===== src/i2c_sys_pkg.sv =====
package i2c_sys_pkg;

    // bit timing.
    localparam int QUARTER_CYCLES = 4;                   // i2c_clk cycles per quarter bit.
    localparam int QCNT_W         = $clog2(QUARTER_CYCLES);

    // last count value inside one quarter.
    localparam logic [QCNT_W-1:0] QCNT_LAST = QCNT_W'(QUARTER_CYCLES - 1);

    // read count per transaction, stored as count minus one.
    localparam int RD_CNT_W = 2;

    // receive FIFO.
    localparam int RX_DEPTH = 4;
    localparam int RX_PTR_W = 2;
    localparam int RX_CNT_W = RX_PTR_W + 1;              // holds 0 to RX_DEPTH.

    localparam logic [RX_CNT_W-1:0] RX_FULL_CNT = RX_CNT_W'(RX_DEPTH);

endpackage


===== src/i2c_bus_pkg.sv =====
package i2c_bus_pkg;

    // transaction opcodes.
    typedef enum logic [1:0] {
        OP_WRITE      = 2'd0,    // one byte out.
        OP_READ       = 2'd1,    // nbytes+1 bytes in.
        OP_WRITE_READ = 2'd2     // one byte out, repeated start, then read.
    } i2c_op_e;

    // sequencer states, one per bit type on the wire.
    typedef enum logic [3:0] {
        ST_IDLE      = 4'd0,
        ST_START     = 4'd1,
        ST_ADDR      = 4'd2,
        ST_ADDR_ACK  = 4'd3,
        ST_WDATA     = 4'd4,
        ST_WDATA_ACK = 4'd5,
        ST_RDATA     = 4'd6,
        ST_RDATA_ACK = 4'd7,
        ST_RSTART    = 4'd8,
        ST_STOP      = 4'd9
    } i2c_state_e;

    // command, sampled on start.
    typedef struct packed {
        i2c_op_e                            op;
        logic [6:0]                         addr;     // 7-bit slave address.
        logic [7:0]                         wdata;
        logic [i2c_sys_pkg::RD_CNT_W-1:0]   nbytes;   // read count minus one.
    } i2c_cmd_t;

    // status back to the host.
    typedef struct packed {
        logic busy;
        logic done;     // one cycle, as busy falls.
        logic nack;     // any ack slot sampled high.
    } i2c_status_t;

endpackage


===== src/i2c_bit_timer.sv =====
`timescale 1ns/100ps

module i2c_bit_timer (
    input  logic i2c_clk,
    input  logic rst_n,
    input  logic run_i,
    output logic q0_o,
    output logic q1_o,
    output logic q2_o,
    output logic q3_o,
    output logic scl_pull_o
);

    logic [i2c_sys_pkg::QCNT_W-1:0] cnt_q;
    logic [1:0]                     quarter_q;
    logic                           first_bit_q;
    logic                           tick;

    assign tick = run_i && (cnt_q == '0);    // first cycle of a quarter.

    assign q0_o = tick && (quarter_q == 2'd0);
    assign q1_o = tick && (quarter_q == 2'd1);
    assign q2_o = tick && (quarter_q == 2'd2);
    assign q3_o = tick && (quarter_q == 2'd3);

    // scl low in the first half of a bit.
    // the first bit of a run is the start bit, so scl stays high through it.
    assign scl_pull_o = run_i && !first_bit_q && !quarter_q[1];

    always_ff @(posedge i2c_clk or negedge rst_n) begin
        if (!rst_n) begin
            cnt_q       <= '0;
            quarter_q   <= 2'd0;
            first_bit_q <= 1'b1;
        end else if (!run_i) begin
            cnt_q       <= '0;       // park on a clean bit boundary.
            quarter_q   <= 2'd0;
            first_bit_q <= 1'b1;
        end else begin
            if (cnt_q == i2c_sys_pkg::QCNT_LAST) begin
                cnt_q     <= '0;
                quarter_q <= quarter_q + 2'd1;
            end else begin
                cnt_q <= cnt_q + 1'b1;
            end
            if (q3_o)
                first_bit_q <= 1'b0;
        end
    end

    // ticks never overlap.
    a_one_tick: assert property (@(posedge i2c_clk) disable iff (!rst_n)
        $onehot0({q0_o, q1_o, q2_o, q3_o}));

endmodule


===== src/i2c_master_fsm.sv =====
`timescale 1ns/100ps

module i2c_master_fsm (
    input  logic                     i2c_clk,
    input  logic                     rst_n,
    input  logic                     start_i,
    input  i2c_bus_pkg::i2c_cmd_t    cmd_i,
    input  logic                     q0_i,
    input  logic                     q1_i,
    input  logic                     q2_i,
    input  logic                     q3_i,
    input  logic                     sda_i,
    output logic                     run_o,
    output logic                     sda_pull_o,
    output i2c_bus_pkg::i2c_status_t status_o,
    output logic                     rx_push_o,
    output logic [7:0]               rx_byte_o
);

    i2c_bus_pkg::i2c_state_e          state_q;
    i2c_bus_pkg::i2c_cmd_t            cmd_q;
    i2c_bus_pkg::i2c_status_t         status_q;
    logic [7:0]                       shreg_q;     // address/data out, read data in.
    logic [2:0]                       bit_cnt_q;
    logic [i2c_sys_pkg::RD_CNT_W-1:0] rd_cnt_q;    // read bytes left, minus one.
    logic                             rd_phase_q;  // past the repeated start.
    logic                             rd_bit;

    assign rd_bit    = (cmd_q.op == i2c_bus_pkg::OP_READ) || rd_phase_q;
    assign status_o  = status_q;
    assign rx_byte_o = shreg_q;

    // command latch.
    always_ff @(posedge i2c_clk) begin
        if (state_q == i2c_bus_pkg::ST_IDLE && start_i)
            cmd_q <= cmd_i;
    end

    always_ff @(posedge i2c_clk or negedge rst_n) begin
        if (!rst_n) begin
            state_q    <= i2c_bus_pkg::ST_IDLE;
            status_q   <= '0;
            run_o      <= 1'b0;
            sda_pull_o <= 1'b0;
            rx_push_o  <= 1'b0;
            shreg_q    <= '0;
            bit_cnt_q  <= 3'd7;
            rd_cnt_q   <= '0;
            rd_phase_q <= 1'b0;
        end else begin
            status_q.done <= 1'b0;
            rx_push_o     <= 1'b0;

            case (state_q)
                i2c_bus_pkg::ST_IDLE: begin
                    if (start_i) begin
                        status_q.busy <= 1'b1;
                        status_q.nack <= 1'b0;
                        rd_phase_q    <= 1'b0;
                        bit_cnt_q     <= 3'd7;
                        run_o         <= 1'b1;
                        state_q       <= i2c_bus_pkg::ST_START;
                    end
                end

                i2c_bus_pkg::ST_START: begin
                    run_o <= 1'b1;                        // rearms the timer after rstart.
                    if (q1_i)
                        sda_pull_o <= 1'b1;               // sda falls, scl high.
                    if (q3_i) begin
                        shreg_q <= {cmd_q.addr, rd_bit};
                        state_q <= i2c_bus_pkg::ST_ADDR;
                    end
                end

                i2c_bus_pkg::ST_ADDR, i2c_bus_pkg::ST_WDATA: begin
                    if (q0_i) begin
                        sda_pull_o <= ~shreg_q[7];        // msb first.
                        shreg_q    <= {shreg_q[6:0], 1'b0};
                    end
                    if (q3_i) begin
                        bit_cnt_q <= bit_cnt_q - 3'd1;    // wraps to 7 for the next byte.
                        if (bit_cnt_q == 3'd0)
                            state_q <= (state_q == i2c_bus_pkg::ST_ADDR) ?
                                       i2c_bus_pkg::ST_ADDR_ACK : i2c_bus_pkg::ST_WDATA_ACK;
                    end
                end

                i2c_bus_pkg::ST_ADDR_ACK, i2c_bus_pkg::ST_WDATA_ACK: begin
                    if (q0_i)
                        sda_pull_o <= 1'b0;               // let the slave answer.
                    if (q2_i && sda_i)
                        status_q.nack <= 1'b1;
                    if (q3_i) begin
                        if (status_q.nack) begin
                            state_q <= i2c_bus_pkg::ST_STOP;
                        end else if (state_q == i2c_bus_pkg::ST_ADDR_ACK) begin
                            if (rd_bit) begin
                                rd_cnt_q <= cmd_q.nbytes;
                                state_q  <= i2c_bus_pkg::ST_RDATA;
                            end else begin
                                shreg_q <= cmd_q.wdata;
                                state_q <= i2c_bus_pkg::ST_WDATA;
                            end
                        end else if (cmd_q.op == i2c_bus_pkg::OP_WRITE_READ) begin
                            rd_phase_q <= 1'b1;
                            state_q    <= i2c_bus_pkg::ST_RSTART;
                        end else begin
                            state_q <= i2c_bus_pkg::ST_STOP;
                        end
                    end
                end

                i2c_bus_pkg::ST_RDATA: begin
                    if (q0_i)
                        sda_pull_o <= 1'b0;
                    if (q2_i)
                        shreg_q <= {shreg_q[6:0], sda_i};
                    if (q3_i) begin
                        bit_cnt_q <= bit_cnt_q - 3'd1;
                        if (bit_cnt_q == 3'd0) begin
                            rx_push_o <= 1'b1;            // full byte in shreg_q.
                            state_q   <= i2c_bus_pkg::ST_RDATA_ACK;
                        end
                    end
                end

                i2c_bus_pkg::ST_RDATA_ACK: begin
                    if (q0_i)
                        sda_pull_o <= (rd_cnt_q != '0);   // nack on the last byte.
                    if (q3_i) begin
                        if (rd_cnt_q == '0) begin
                            state_q <= i2c_bus_pkg::ST_STOP;
                        end else begin
                            rd_cnt_q <= rd_cnt_q - 1'b1;
                            state_q  <= i2c_bus_pkg::ST_RDATA;
                        end
                    end
                end

                // released sda bit, then a fresh start bit with scl held high.
                i2c_bus_pkg::ST_RSTART: begin
                    if (q0_i)
                        sda_pull_o <= 1'b0;
                    if (q3_i) begin
                        run_o   <= 1'b0;
                        state_q <= i2c_bus_pkg::ST_START;
                    end
                end

                i2c_bus_pkg::ST_STOP: begin
                    if (q0_i)
                        sda_pull_o <= 1'b1;
                    if (q3_i) begin
                        sda_pull_o    <= 1'b0;            // sda rises, scl high.
                        run_o         <= 1'b0;
                        status_q.busy <= 1'b0;
                        status_q.done <= 1'b1;
                        state_q       <= i2c_bus_pkg::ST_IDLE;
                    end
                end

                default: state_q <= i2c_bus_pkg::ST_IDLE;
            endcase
        end
    end

    // sda moves only in the scl-low quarter, apart from start and stop framing.
    a_sda_stable: assert property (@(posedge i2c_clk) disable iff (!rst_n)
        $changed(sda_pull_o) |-> $past(q0_i) ||
            ($past(state_q) inside {i2c_bus_pkg::ST_START, i2c_bus_pkg::ST_RSTART,
                                    i2c_bus_pkg::ST_STOP}));

    // done only on the way out of stop.
    a_done_idle: assert property (@(posedge i2c_clk) disable iff (!rst_n)
        status_q.done |-> state_q == i2c_bus_pkg::ST_IDLE &&
                          $past(state_q) == i2c_bus_pkg::ST_STOP);

endmodule


===== src/i2c_rx_fifo.sv =====
`timescale 1ns/100ps

module i2c_rx_fifo (
    input  logic       i2c_clk,
    input  logic       rst_n,
    input  logic       push_i,
    input  logic [7:0] data_i,
    input  logic       pop_i,
    output logic [7:0] data_o,
    output logic       empty_o,
    output logic       full_o
);

    logic [7:0]                       mem_q [i2c_sys_pkg::RX_DEPTH];
    logic [i2c_sys_pkg::RX_PTR_W-1:0] wr_ptr_q;
    logic [i2c_sys_pkg::RX_PTR_W-1:0] rd_ptr_q;
    logic [i2c_sys_pkg::RX_CNT_W-1:0] cnt_q;
    logic                             do_push;
    logic                             do_pop;

    assign empty_o = (cnt_q == '0);
    assign full_o  = (cnt_q == i2c_sys_pkg::RX_FULL_CNT);
    assign do_push = push_i && !full_o;    // dropped when full.
    assign do_pop  = pop_i && !empty_o;
    assign data_o  = mem_q[rd_ptr_q];      // head byte.

    always_ff @(posedge i2c_clk) begin
        if (do_push)
            mem_q[wr_ptr_q] <= data_i;
    end

    always_ff @(posedge i2c_clk or negedge rst_n) begin
        if (!rst_n) begin
            wr_ptr_q <= '0;
            rd_ptr_q <= '0;
            cnt_q    <= '0;
        end else begin
            if (do_push)
                wr_ptr_q <= wr_ptr_q + 1'b1;   // pointers wrap at depth.
            if (do_pop)
                rd_ptr_q <= rd_ptr_q + 1'b1;
            case ({do_push, do_pop})
                2'b10:   cnt_q <= cnt_q + 1'b1;
                2'b01:   cnt_q <= cnt_q - 1'b1;
                default: cnt_q <= cnt_q;
            endcase
        end
    end

    a_no_overflow: assert property (@(posedge i2c_clk) disable iff (!rst_n)
        push_i |-> !full_o) else $error("rx fifo push while full");

    a_no_underflow: assert property (@(posedge i2c_clk) disable iff (!rst_n)
        pop_i |-> !empty_o) else $error("rx fifo pop while empty");

endmodule


===== src/i2c_master_top.sv =====
`timescale 1ns/100ps

module i2c_master_top (
    input  logic                     i2c_clk,
    input  logic                     rst_n,
    input  logic                     start_i,
    input  i2c_bus_pkg::i2c_cmd_t    cmd_i,
    output i2c_bus_pkg::i2c_status_t status_o,
    input  logic                     rx_pop_i,
    output logic [7:0]               rx_data_o,
    output logic                     rx_empty_o,
    output logic                     scl_pull_o,
    output logic                     sda_pull_o,
    input  logic                     sda_i
);

    logic       run;
    logic       q0;
    logic       q1;
    logic       q2;
    logic       q3;
    logic       rx_push;
    logic [7:0] rx_byte;

    i2c_bit_timer u_timer (
        .i2c_clk    (i2c_clk),
        .rst_n      (rst_n),
        .run_i      (run),
        .q0_o       (q0),
        .q1_o       (q1),
        .q2_o       (q2),
        .q3_o       (q3),
        .scl_pull_o (scl_pull_o)
    );

    i2c_master_fsm u_fsm (
        .i2c_clk    (i2c_clk),
        .rst_n      (rst_n),
        .start_i    (start_i),
        .cmd_i      (cmd_i),
        .q0_i       (q0),
        .q1_i       (q1),
        .q2_i       (q2),
        .q3_i       (q3),
        .sda_i      (sda_i),
        .run_o      (run),
        .sda_pull_o (sda_pull_o),
        .status_o   (status_o),
        .rx_push_o  (rx_push),
        .rx_byte_o  (rx_byte)
    );

    // full is only watched by the fifo itself.
    i2c_rx_fifo u_rx_fifo (
        .i2c_clk (i2c_clk),
        .rst_n   (rst_n),
        .push_i  (rx_push),
        .data_i  (rx_byte),
        .pop_i   (rx_pop_i),
        .data_o  (rx_data_o),
        .empty_o (rx_empty_o),
        .full_o  ()
    );

endmodule


===== config.mk =====
export PLATFORM = sky130hd
export DESIGN_NAME = i2c_master_top
export DESIGN_NICKNAME = d
export VERILOG_FILES = /design/src/i2c_sys_pkg.sv /design/src/i2c_bus_pkg.sv /design/src/i2c_bit_timer.sv /design/src/i2c_master_fsm.sv /design/src/i2c_rx_fifo.sv /design/src/i2c_master_top.sv
export SDC_FILE = /design/constraint.sdc
export NUM_CORES = 1
export LEC_CHECK = 0
export CORE_MARGIN = 5
export CORE_UTILIZATION = 65
export DETAILED_ROUTE_END_ITERATION = 10
export DONT_BUFFER_PORTS = 1
export HOLD_SLACK_MARGIN = 0.06
export PLACE_DENSITY_LB_ADDON = 0.08
export SKIP_LAST_GASP = 1
export SLEW_MARGIN = 0
export SYNTH_ARGS = -nofsm -noshare
export SYNTH_HDL_FRONTEND = slang
export SYNTH_SLANG_ARGS = --single-unit

===== constraint.sdc =====
create_clock -name i2c_clk -period 4.1 [get_ports i2c_clk]
set_input_delay 0.615 -clock i2c_clk [delete_from_list [all_inputs] [get_ports i2c_clk]]
set_output_delay 0.615 -clock i2c_clk [all_outputs]
set_load 0.01 [all_outputs]

==> reports/qor.yml <==
outcome:
  status: "completed"
synth:
  synthXorXnorAreaFrac_pct: 2.174
  synth_top_family_by_area: "compound AO/OA/AOI/OAI gates"
  syn_area_mm2: 0.003971
  yosysTopAreaCell: "edfxtp_1"
  synth_edf_count: 51
  synth-main-ff-cell: "edfxtp_1"
  synth_mux_area_share_pct: 7.750
  synth.avg_cell_area_um2: 13.42
  yosys.area_share.simple_pct: 9.452
  ys_types: 57
  syn-num-nets: 335
  yosys_warnings: 0
  synthAdderAreaFrac_pct: 4.915
  synth_seq_cells: 87
  ys_async_sr_fraction_pct: 41.38
  yosysMostFrequentCell: "edfxtp_1"
  yosys-top-cells-area: "edfxtp_1 39%, dfrtp_1 20%, mux4_2 4.5%"
  yosysSeqAreaShare_pct: 61.37
  synth_common_cells: "51 x edfxtp_1, 32 x dfrtp_1, 29 x inv_1, 18 x nor2_1, 16 x a21oi_1"
  synthCells: 296
  synth_compound_area_share_pct: 9.546
  yosysTopAreaCellShare_pct: 38.56
routing:
  num_vias: 2251
  drtAntennaViolNets: 0
  drtPass1Iterations: 4
  drcViolationCount: 0
  drt_iter0_markers: 125
  drt-total-wl_mm: 6.698
  viasPerCell: 5.987
  wl_per_cell_um: 17.81
die:
  die_area_mm2: 0.007773
  rows: 28
  ios: 38
  die_w_um: 88.17
  start_util_pct: 67.08
  core_area_mm2: 0.005921
  die_height_um: 88.17
power:
  peakVddDrop_v: 0.0002894
  power_leakage_nw: 1.656
  power_density_mw_per_mm2: 427.8
sta:
  fin_crit_ns: 2.378
  hold_viol: 0
  totalNegativeSetupSlack_ns: 0
  setup_viol: 0
  relSlewSlack_pct: 43.44
  maxSlewViolCount: 0
  rsz0062_at_grt: "false"
  skew_ns: 0.01310
  timing.fmax_mhz: 420.6
  worst_pin_slew_ns: 0.8474
  post-route-period-util_pct: 57.99
finish:
  area.growth.synth_to_final_pct: 6.018
  final_area_mm2: 0.004210
  fin_nets: 335
  num_antenna_cells: 0
  final_cells: 376
  fin_util_pct: 71.11
  drive_gt1_share_pct: 13.62
place:
  dp_cells: 358
  dp_hpwl_mm: 4.578
  portBuffers: 0
  placed_cell_area_mm2: 0.003984
  gp_congestion: 0.8528
worst_hold_path:
  min_path_type: "primary input to asynchronous set/reset pin"
global_routing:
  grt_pass1_vias: 2252
  antenna_found_initial: 0
  grt.total_usage_pct: 19.30
  grt_pass1_wl_mm: 11.20
  grt_max_degree: 33
  gr-total-overflow: 0
critical_path:
  reg2reg_depth: 3
  r2r-end: "u_fsm.cmd_q[8]$_DFFE_PP_"
  arrival_ns: 2.36
  critical_path_class: "register to register"
  critical_path.max_fanout: 25
  reg2reg_slack_ns: 1.72
  setup.worst_path.start_class: "register"
  critical_path_required_ns: 4.09
  timing.rr.start: "u_fsm.state_q[1]$_DFFE_PN0P_"
  endpoint_kind: "register"
clocking:
  cts_max_level: 3
  cts_root_buf: "clkbuf_8"
  cts_buffer_depth: 2
  hold_buffers: 1
  cts_tree: "done"
  clk_pin_slew_worst_paths_ns: 0.09
  cts_sinks: 87
  numCtsBuffers: 9
  post_cts_buffers: 0
  clk_latency_ns: 0.35
  post_cts_resized: 0
job:
  maxCapViolCount: 0
[stage by stage]
step                power [W]  hold slack, ns  setup slack, ns
floorplan            0.001201          0.3194            2.073
global route         0.001895         0.06158            1.563
CTS                  0.001816         0.06871            1.728
finish               0.001801         0.07290            1.722
detailed placement   0.001236          0.3204            1.732
global placement     0.001229          0.3204            1.800
[kinds of logic after synthesis]
kind of cell | after synthesis
xor gates and xnor gates | 9
muxes | 20
buffers and inverters | 42
DFF | 87
and+or+nand+nor | 67
AOI/OAI and AO/OA | 56
adders and majority gates | 15
[cell type report]
cell class,instances,area [µm²]
multi-input combinational,167,1344
tap,75,93.84
timing repair buffer,2,30.03
inverter,29,108.9
clock inverter,7,72.57
sequential,87,2437
clock buffer,9,123.9
fill,379,1710
[per-layer routing]
| layer | share of wire [%] | global-route usage [%] | vias up |
|---|---|---|---|
| met5 | 0 | 0 | - |
| met4 | 2.1 | 7.692 | 0 |
| met3 | 5.9 | 5.456 | 14 |
| met2 | 44 | 27.40 | 75 |
| met1 | 48 | 28.35 | 1081 |
| li1 | - | - | 1081 |
[report_power, final]
| group | internal [W] | total (W) | switching, W | leakage (nW) |
|---|---|---|---|---|
| sequential | 0.000954 | 0.00102 | 0.0000651 | 0.901 |
| clock | 0.000239 | 0.000581 | 0.000342 | 0.0970 |
| combinational | 0.000111 | 0.000202 | 0.0000909 | 0.658 |
[how the worst max path moves through the flow]
stage               cells after the start                        endpoint                          from  slack [ns]
finish                                  3        u_fsm.cmd_q[8]$_DFFE_PP_  u_fsm.state_q[1]$_DFFE_PN0P_        1.72
global route                            5  u_fsm.bit_cnt_q[1]$_DFFE_PN1P_  u_fsm.state_q[2]$_DFFE_PN0P_        1.56
floorplan                               8  u_fsm.rx_byte_o[0]$_DFFE_PN0P_    u_timer.cnt_q[0]$_DFF_PN0_        2.07
detailed placement                      3       u_fsm.cmd_q[12]$_DFFE_PP_  u_fsm.state_q[1]$_DFFE_PN0P_        1.73
global placement                        3       u_fsm.cmd_q[12]$_DFFE_PP_  u_fsm.state_q[2]$_DFFE_PN0P_        1.80
CTS                                     3        u_fsm.cmd_q[8]$_DFFE_PP_  u_fsm.state_q[1]$_DFFE_PN0P_        1.73
[state kept, by name, summed over array words and instances (netlist names), 2 cells and up]
name / cells
u_rx_fifo.mem_q: 32
u_fsm.cmd_q: 19
u_fsm.rx_byte_o: 8
u_fsm.state_q: 4
u_fsm.bit_cnt_q: 3
u_fsm.status_o: 3
u_rx_fifo.cnt_q: 3
u_fsm.rd_cnt_q: 2
u_rx_fifo.rd_ptr_q: 2
u_rx_fifo.wr_ptr_q: 2
u_timer.cnt_q: 2
u_timer.quarter_q: 2
[placed cells by master, fill, tap and decap left out, types with 2 or more instances in the layout]
master	n
a21oi_1	16
a22o_1	7
a31oi_1	3
a32oi_1	2
and2_1	6
and3_1	5
and4_1	2
clkbuf_8	9
dfrtp_1	32
dfstp_2	4
edfxtp_1	51
ha_1	14
inv_1	29
inv_6	2
inv_8	2
mux2_2	2
mux2i_1	9
mux4_2	8
nand2_1	8
nand2_2	2
nand3_1	3
nand3b_1	2
nor2_1	18
nor2b_1	3
nor3_1	8
o21ai_0	9
o21ai_1	3
o221a_2	2
o31ai_1	2
or2_0	2
xnor2_1	4
xor2_1	4
[critical path, stage by stage, from the launching register on]
cell and delay [ns]:
dfrtp_1 0.53, nor2_1 0.56, nand3_1 0.24, inv_1 0.67
Note: power is estimated with default switching activity, not from simulation.
